[src/hazardPkg.sv]
package hazardPkg;

    localparam int RegAddrW  = 5;
    localparam int MduCountW = 4;

    // Register number as decoded from the rs, rt and rd fields
    typedef logic [RegAddrW-1:0] regAddrT;

    typedef logic [MduCountW-1:0] mduCountT; // Busy cycles still ahead of the MDU

    // Register zero always reads as zero and is never written
    localparam regAddrT RegZero = '0;

    typedef enum logic [1:0] {
        FwdNone = 2'b00,  // Value read in ID or carried down the pipe
        FwdMem  = 2'b01,  // Result held in the EX/MEM register
        FwdWb   = 2'b10   // Result on its way into the register file
    } fwdSelT;

    // Operation handed to the MDU by the instruction in EX
    typedef enum logic [1:0] {
        MduNone = 2'b00,
        MduMult = 2'b01,
        MduDiv  = 2'b10
    } mduOpT;

    // The count loaded at issue equals the number of cycles the unit stays busy
    localparam mduCountT MultCycles = mduCountT'(5);
    localparam mduCountT DivCycles  = mduCountT'(10);

endpackage

[src/regTrackIf.sv]
`timescale 1ns/1ps

interface regTrackIf
    import hazardPkg::*;
();

    regAddrT rsD;     // Sources of the instruction in decode
    regAddrT rtD;
    regAddrT rsE;     // Sources of the instruction in execute
    regAddrT rtE;

    regAddrT destE;   // Destinations further down the pipe
    regAddrT destM;
    regAddrT destW;

    logic    writeM;
    logic    writeW;
    logic    loadE;   // EX holds a load whose data only appears in MEM

    // Bypass selection looks at every stage
    modport fwd (
        input rsD, rtD, rsE, rtE,
        input destE, destM, destW,
        input writeM, writeW, loadE
    );

    modport hazard (
        input rsD, rtD,
        input destE, loadE
    );

endinterface

[src/forwardSelect.sv]
`timescale 1ns/1ps

module forwardSelect
    import hazardPkg::*;
(
    regTrackIf.fwd regs,
    output fwdSelT fwdAD,
    output fwdSelT fwdBD,
    output fwdSelT fwdAE,
    output fwdSelT fwdBE
);

    // The younger result in MEM wins over the older one in WB
    function automatic fwdSelT pickSource(
        input regAddrT src,
        input regAddrT dstM,
        input logic    wrM,
        input regAddrT dstW,
        input logic    wrW
    );
        fwdSelT sel;
        if (src == RegZero) begin
            sel = FwdNone;
        end else if (wrM && (src == dstM)) begin
            sel = FwdMem;
        end else if (wrW && (src == dstW)) begin
            sel = FwdWb;
        end else begin
            sel = FwdNone;
        end
        return sel;
    endfunction

    // Decode operands feed the branch comparator
    always_comb begin
        fwdAD = pickSource(regs.rsD, regs.destM, regs.writeM, regs.destW, regs.writeW);
        fwdBD = pickSource(regs.rtD, regs.destM, regs.writeM, regs.destW, regs.writeW);
    end

    always_comb begin
        fwdAE = pickSource(regs.rsE, regs.destM, regs.writeM, regs.destW, regs.writeW);
        fwdBE = pickSource(regs.rtE, regs.destM, regs.writeM, regs.destW, regs.writeW);
    end

endmodule

[src/stallDetect.sv]
`timescale 1ns/1ps

module stallDetect
    import hazardPkg::*;
(
    input  logic      clk,
    input  logic      rstN,
    regTrackIf.hazard regs,
    input  mduOpT     mduOpE,
    input  logic      mduUseD,
    output logic      loadStall,
    output logic      mduStall,
    output logic      mduBusy
);

    mduCountT mduCount;
    mduCountT mduCountNext;
    logic     destHitD;
    logic     loadDestValid;

    // Load data arrives at the end of MEM, one cycle too late for a reader in ID
    assign destHitD      = (regs.destE == regs.rsD) || (regs.destE == regs.rtD);
    assign loadDestValid = regs.loadE && (regs.destE != RegZero);
    assign loadStall     = loadDestValid && destHitD;

    // A new operation restarts the count, otherwise it runs down to zero
    always_comb begin
        case (mduOpE)
            MduMult: begin
                mduCountNext = MultCycles;
            end
            MduDiv: begin
                mduCountNext = DivCycles;
            end
            default: begin
                if (mduCount != '0) begin
                    mduCountNext = mduCount - mduCountT'(1);
                end else begin
                    mduCountNext = mduCount;
                end
            end
        endcase
    end

    always_ff @(posedge clk) begin
        if (!rstN) begin
            mduCount <= '0;
        end else begin
            mduCount <= mduCountNext;
        end
    end

    // Busy from the cycle after issue for exactly the loaded number of cycles
    assign mduBusy = (mduCount != '0);

    // HI/LO access or a second MDU operation has to wait for the unit
    assign mduStall = mduBusy && mduUseD;

endmodule

[src/pipeControl.sv]
`timescale 1ns/1ps

module pipeControl (
    input  logic loadStall,
    input  logic mduStall,
    input  logic likelyD,
    input  logic branchTakenD,
    output logic stallPc,
    output logic stallIfId,
    output logic flushIfId,
    output logic flushIdEx
);

    logic holdFront;
    logic likelyAnnul;

    // Either hazard freezes the front end with the instruction kept in ID
    assign holdFront = loadStall || mduStall;

    assign stallPc   = holdFront;
    assign stallIfId = holdFront;

    // The held instruction must not also advance into EX
    assign flushIdEx = holdFront;

    // Delay slot of a branch-likely is annulled when the branch falls through
    assign likelyAnnul = likelyD && !branchTakenD;

    // While ID waits the branch has not been resolved yet
    assign flushIfId = likelyAnnul && !holdFront;

endmodule

[src/hazardUnit.sv]
`timescale 1ns/1ps

module hazardUnit
    import hazardPkg::*;
(
    input  logic    clk,
    input  logic    rstN,
    input  regAddrT rsD,
    input  regAddrT rtD,
    input  regAddrT rsE,
    input  regAddrT rtE,
    input  regAddrT destE,
    input  regAddrT destM,
    input  regAddrT destW,
    input  logic    writeM,
    input  logic    writeW,
    input  logic    loadE,
    input  logic    mduUseD,
    input  logic    likelyD,
    input  logic    branchTakenD,
    input  mduOpT   mduOpE,
    output fwdSelT  fwdAD,
    output fwdSelT  fwdBD,
    output fwdSelT  fwdAE,
    output fwdSelT  fwdBE,
    output logic    stallPc,
    output logic    stallIfId,
    output logic    flushIfId,
    output logic    flushIdEx,
    output logic    mduBusy
);

    logic loadStall;
    logic mduStall;

    regTrackIf regs ();

    // Stage register numbers shared by both detection parts
    assign regs.rsD    = rsD;
    assign regs.rtD    = rtD;
    assign regs.rsE    = rsE;
    assign regs.rtE    = rtE;
    assign regs.destE  = destE;
    assign regs.destM  = destM;
    assign regs.destW  = destW;
    assign regs.writeM = writeM;
    assign regs.writeW = writeW;
    assign regs.loadE  = loadE;

    forwardSelect fwdSel (
        .regs  (regs.fwd),
        .fwdAD (fwdAD),
        .fwdBD (fwdBD),
        .fwdAE (fwdAE),
        .fwdBE (fwdBE)
    );

    stallDetect stallDet (
        .clk       (clk),
        .rstN      (rstN),
        .regs      (regs.hazard),
        .mduOpE    (mduOpE),
        .mduUseD   (mduUseD),
        .loadStall (loadStall),
        .mduStall  (mduStall),
        .mduBusy   (mduBusy)
    );

    pipeControl pipeCtrl (
        .loadStall    (loadStall),
        .mduStall     (mduStall),
        .likelyD      (likelyD),
        .branchTakenD (branchTakenD),
        .stallPc      (stallPc),
        .stallIfId    (stallIfId),
        .flushIfId    (flushIfId),
        .flushIdEx    (flushIdEx)
    );

endmodule

[config.mk]
export PLATFORM = sky130hd
export DESIGN_NAME = hazardUnit
export DESIGN_NICKNAME = d
export VERILOG_FILES = /design/src/hazardPkg.sv /design/src/regTrackIf.sv /design/src/forwardSelect.sv /design/src/stallDetect.sv /design/src/pipeControl.sv /design/src/hazardUnit.sv
export SDC_FILE = /design/constraint.sdc
export NUM_CORES = 1
export LEC_CHECK = 0
export CORE_UTILIZATION = 50
export DETAILED_ROUTE_END_ITERATION = 12
export DONT_BUFFER_PORTS = 1
export PLACE_DENSITY = 0.76
export SLEW_MARGIN = 20
export SYNTH_ARGS = -nofsm -noshare
export SYNTH_HDL_FRONTEND = slang
export SYNTH_SLANG_ARGS = --single-unit
[constraint.sdc]
create_clock -name clk -period 1.8 [get_ports clk]
set_input_delay 0.09 -clock clk [delete_from_list [all_inputs] [get_ports clk]]
set_output_delay 0.09 -clock clk [all_outputs]
set_load 0.005 [all_outputs]
==> results.ini, run 1 <==
[grt]
grt_pass1_wl_um=3456
grt_util_all_layers=0.2252
grt_max_degree=8
first_global_vias=841
antenna_found_initial=0
grt.overflow.total=0

[synth]
ys_async_sr_fraction=0
yosysWarnings=0
synth_commonest_cells=xor2_1, xnor2_1, nand2_1, nor2_1
synth_edf_count=0
synth_ff_type=dfxtp_1
ys_seq_elements=4
ys_seq_area_frac=0.08071
yosysUniqueCellTypes=31
synth_top_cells_by_area=xor2_1, xnor2_1, dfxtp_1, ha_1, nand2_1
synth_fp_nets=178
syn_area_um2=992.2
synth.most_common_cell=xor2_1
yosysTopAreaCell=xor2_1
synthCells=129
syn_area_per_cell_um2=7.691
yosys.area.top_type_share=0.3266

[power]
p_clk_frac=0.221
power_uw=488.9
p_seq_frac=0.239
swShare=0.3439
power_switching_uw=168.1
cellInternalPower_uw=320.8
total_leakage_power_nw=0.3967
combinationalPowerShare=0.540
vdd_drop_max_mv=0.4941
power.density_mw_per_mm2=481.8

[die]
core_area_mm2=0.001802
num_io_pins=58
dieArea_mm2=0.002166
die_y_um=46.55
initial_core_util=0.5507
die_x_um=46.55
num_rows=15

[clock_tree]
h-tree-depth=1
clk_latency_ns=0.23
ctsHoldBuffers=0
clockBufferDepth=2
clock-root-buffer=clkbuf_4
cts_made_buffers=3
cts_tree=done
cts_sinks=4
cts.reportedPaths.clkPinSlew_ns=0.04

[routing]
via_count=910
routed_wl_um=2345
routed_via_density=5.987
first_pass_iters=4
drt_iter0_drc=19
routedWlPerCell_um=15.43
drc=0
ant_nets=0

[setup_path]
rr_startpoint=stallDet.mduCount[0]$_SDFFE_PN0P_
startpoint_type=flip-flop
rr_endpoint=stallDet.mduCount[0]$_SDFFE_PN0P_
critical_path_required_ns=1.71
path_cells=inv_1 > ha_1 > or3b_4 > nand2_1 > o2111a_1
rrSetupSlack_ns=0.34
endpoint_kind=output pin
rr_worst_depth=6
cp.arrival_ns=1.59
max_stage_delay_ns=0.43
slowest_stage=or3b_4
crit_path_max_fanout=7
critPathKind=reg2out

[cells_and_area]
final_layout_size_suffix_gt1_frac=0.06299
largest-register=stallDet.mduCount
area_delta_synth_final_pct=2.269
design_area_mm2=0.001015
nNetsFinal=178
top_regs=stallDet.mduCount (4)
largest_reg_flops=4
final_util=0.5632
antenna_cells=0

[sta]
finClkSkew_ns=0.0002338
slew-limit-headroom=0.7425
fin_tns_setup_ns=0
drv_slew=0
fin_hold_ws_ns=0.01269
fmax_ghz=0.5957
worstMarginPinSlew_ns=0.3809
min_period_ns=1.679
hold_viol=0
fin_crit_sh=0.9325
setup_violations=0
rsz0062_at_grt=no

[flow_run]
cap_violations=0

[placed_design]
place_congestion=0.7915
place_area_um2=989.7
io_buffers=0
dp_hpwl_um=1984

[min_path]
min-delay-start=rstN
min_to=stallDet.mduCount[2]$_SDFFE_PN0P_
min_path_type=in2reg
holdPathStages=1

[outcome]
status=finished clean

[final cells by class]
class | count | area, µm²
well taps | 25 | 31.28
inverters | 5 | 18.77
multi-input cells | 115 | 862.1
flip-flops and latches | 4 | 80.08
fillers | 179 | 787.0
clock buffers | 3 | 22.52
[placed cells by master (no fill, tap or decap), types with 2 or more instances in the layout]
master,instances
ha_1,4
and3_1,3
xnor2_1,12
a21boi_0,2
o21a_1,3
a211oi_1,3
nand2b_1,2
inv_1,5
nand2_1,10
nor3_1,6
nand3_1,6
xor2_1,37
or4_1,4
nor2_1,7
dfxtp_1,4
clkbuf_4,3
nor4_1,4
[kinds of logic (layout without fill, tap and decap cells)]
kind of cell | after synthesis | count (layout) | synth area share
compound gates | 15 | 15 | 0.1198
xor+xnor | 50 | 50 | 0.4489
fa+ha+maj | 4 | 4 | 0.05044
buf+inv | 10 | 8 | 0.05296
flops | 4 | 4 | 0.08071
simple gates | 46 | 46 | 0.2472
[what timing repair did]
action,4_1_cts,5_1_grt
resized for setup,0,2
setup buffers,0,0
endpoints found under the hold margin,0,0
setup endpoints to repair,0,4
[worst max path at each step]
stage | slack (ns) | to | cells past startpoint | start
6_report | 0.12 | flushIfId | 5 | stallDet.mduCount[0]$_SDFFE_PN0P_
4_1_cts | 0.02 | stallIfId | 5 | stallDet.mduCount[0]$_SDFFE_PN0P_
3_3_place_gp | 0.33 | stallDet.mduCount[0]$_SDFFE_PN0P_ | 6 | stallDet.mduCount[0]$_SDFFE_PN0P_
3_5_place_dp | 0.26 | stallDet.mduCount[0]$_SDFFE_PN0P_ | 6 | stallDet.mduCount[0]$_SDFFE_PN0P_
5_1_grt | 0.06 | flushIfId | 5 | stallDet.mduCount[0]$_SDFFE_PN0P_
2_1_floorplan | 0.29 | stallIfId | 7 | stallDet.mduCount[0]$_SDFFE_PN0P_
[metal layers]
layer / wire [µm] / track usage / vias to the layer above
met2: 1134 / 0.3417 / 54
met3: 214 / 0.06667 / 4
met4: 20 / 0.09412 / 0
li1: - / - / 441
met1: 976 / 0.2917 / 411
met5: 0 / 0 / -
[stage by stage]
step	cells	setup WS, ns
floorplan	129	0.2936
global placement	149	0.3315
detailed placement	149	0.2579
CTS	152	0.02167
global route	152	0.05623
finish	152	0.1214
[worst max-delay path: cells and delay by family, from the launching register on]
family / cells / cell delay (ns)
AND/OR/NAND/NOR: 2 / 0.54
flip-flops: 1 / 0.30
AO/OA/AOI/OAI: 1 / 0.21
adder cells (fa/ha/maj): 1 / 0.17
buffers and inverters: 1 / 0.14
[power groups by stage]
| stage | registers [mW] | logic, mW | clock network, mW |
|---|---|---|---|
| 5_1_grt | 0.117 | 0.296 | 0.120 |
| 6_report | 0.117 | 0.264 | 0.108 |
| 3_5_place_dp | 0.117 | 0.252 | 0 |
| 2_1_floorplan | 0.114 | 0.264 | 0 |
| 4_1_cts | 0.116 | 0.255 | 0.112 |
| 3_3_place_gp | 0.116 | 0.243 | 0 |
Power figures use the tool's default switching activity.
==> inputs of run 2 (changes only) <==
--- a/config.mk
+++ b/config.mk
@@ -5,10 +5,11 @@
 export SDC_FILE = /design/constraint.sdc
 export NUM_CORES = 1
 export LEC_CHECK = 0
-export CORE_UTILIZATION = 50
+export CORE_UTILIZATION = 26
+export CTS_BUF_LIST = sky130_fd_sc_hd__clkbuf_8
 export DETAILED_ROUTE_END_ITERATION = 12
 export DONT_BUFFER_PORTS = 1
-export PLACE_DENSITY = 0.76
+export PLACE_DENSITY = 0.5
 export SLEW_MARGIN = 20
 export SYNTH_ARGS = -nofsm -noshare
 export SYNTH_HDL_FRONTEND = slang
==> results.ini, run 2 (synthesis results as in run 1) <==
[setup_path]
rr_endpoint=stallDet.mduCount[0]$_SDFFE_PN0P_
critical_path_required_ns=1.71
timing.critical_path.to=flushIdEx
crit_path_max_fanout=7
rr_worst_depth=6
cp.arrival_ns=1.59
timing.critical_path.from=stallDet.mduCount[0]$_SDFFE_PN0P_
startpoint_type=flip-flop
endpoint_kind=output pin
critPathKind=reg2out
rr_startpoint=stallDet.mduCount[0]$_SDFFE_PN0P_
rrSetupSlack_ns=0.34

[clock_tree]
cts_made_buffers=3
postCtsSetupBuffers=0
cts_sinks=4
cts_resized=0
cts.reportedPaths.clkPinSlew_ns=0.03
clock-root-buffer=clkbuf_8
ctsHoldBuffers=0
clockBufferDepth=2
clk_latency_ns=0.22
h-tree-depth=1
cts_tree=done

[sta]
fmax_ghz=0.5953
rsz0062_at_grt=no
fin_crit_sh=0.9333
setup_ws_ns=0.1201
fin_hold_ws_ns=0.02032
finClkSkew_ns=0.001014
min_period_ns=1.680
worstMarginPinSlew_ns=0.5286
setup_violations=0
slew-limit-headroom=0.6438
fin_tns_setup_ns=0
drv_slew=0
hold_viol=0

[cells_and_area]
largest-register=stallDet.mduCount
layout_commonest_cell=xor2_1
final_layout_size_suffix_gt1_frac=0.06299
nNetsFinal=178
mostFrequentLayoutCells=xor2_1, xnor2_1, nand2_1, nor2_1
largest_reg_flops=4
area_delta_synth_final_pct=7.062
antenna_cells=0
top_regs=stallDet.mduCount (4)

[power]
cellInternalPower_uw=389.4
combinationalPowerShare=0.464
power_switching_uw=190.2
total_leakage_power_nw=0.4045
p_clk_frac=0.333
swShare=0.3282
vdd_drop_max_mv=0.4012
power.density_mw_per_mm2=545.6
p_seq_frac=0.203

[routing]
routedWlPerCell_um=16.82
first_pass_iters=4
drt_iter0_drc=14
drc=0
routed_wl_um=2943
via_count=927
ant_nets=0
routed_via_density=5.297

[outcome]
status=finished clean

[die]
dieArea_mm2=0.004067
initial_core_util=0.2710
num_rows=22
num_io_pins=58
core_area_mm2=0.003661
die_y_um=63.78
die_x_um=63.78

[grt]
grt.overflow.total=0
grt_pass1_wl_um=4547
first_global_vias=974
grt_max_degree=8
grt_util_all_layers=0.1477
antenna_found_initial=0

[flow_run]
cap_violations=0

[placed_design]
place_congestion=0.7354
io_buffers=0
dp_hpwl_um=2425
dp_worst_setup_slack_ns=0.2623

[min_path]
min_path_type=in2reg

[run 2: worst min path at each step]
| stage | startpoint | to | slack, ns | cells past startpoint |
|---|---|---|---|---|
| 4_1_cts | rstN | stallDet.mduCount[3]$_SDFFE_PN0P_ | 0.02 | 1 |
| 2_1_floorplan | rstN | stallDet.mduCount[0]$_SDFFE_PN0P_ | 0.24 | 1 |
| 6_report | rstN | stallDet.mduCount[3]$_SDFFE_PN0P_ | 0.02 | 1 |
| 3_5_place_dp | rstN | stallDet.mduCount[3]$_SDFFE_PN0P_ | 0.25 | 1 |
| 3_3_place_gp | rstN | stallDet.mduCount[0]$_SDFFE_PN0P_ | 0.24 | 1 |
| 5_1_grt | rstN | stallDet.mduCount[3]$_SDFFE_PN0P_ | 0.02 | 1 |
[run 2: critical path, cell delays in order, from the launching register on]
cell and delay (ns):
dfxtp_1 0.30, inv_1 0.14, ha_1 0.16, or3b_4 0.44, nand2_1 0.11, o21ai_0 0.22
[run 2: power groups by stage]
stage / sequential, mW / clock (mW) / combinational [mW]
after floorplan: 0.114 / 0 / 0.264
after global placement: 0.117 / 0 / 0.246
after detailed placement: 0.118 / 0 / 0.256
after CTS: 0.117 / 0.196 / 0.262
after global routing: 0.120 / 0.201 / 0.302
final: 0.118 / 0.193 / 0.269
[run 2: area by class of cell]
cell class	instances	area, µm²
clock buffers	3	41.29
multi-input cells	115	862.1
fillers	415	2599
inverters	5	18.77
flip-flops and latches	4	80.08
well taps	48	60.06
[run 2: routing by layer]
metal  up-vias  routed length [µm]  track usage
li1        437                   -            -
met1       432                1146       0.1547
met2        53                1479       0.2779
met3         5                 285      0.04464
met4         0                  32      0.04545
met5         -                   0            0
[run 2: per-stage QoR]
| step | instance area, µm² | power [mW] | utilization | cells |
|---|---|---|---|---|
| 6_report | 1062 | 0.5796 | 0.2902 | 175 |
| 5_1_grt | 1062 | 0.6225 | 0.2902 | 175 |
| 4_1_cts | 1060 | 0.5759 | 0.2895 | 175 |
| 3_5_place_dp | 1018 | 0.3746 | 0.2782 | 172 |
| 3_3_place_gp | 1018 | 0.3622 | 0.2782 | 172 |
| 2_1_floorplan | 992.2 | 0.3782 | - | 129 |
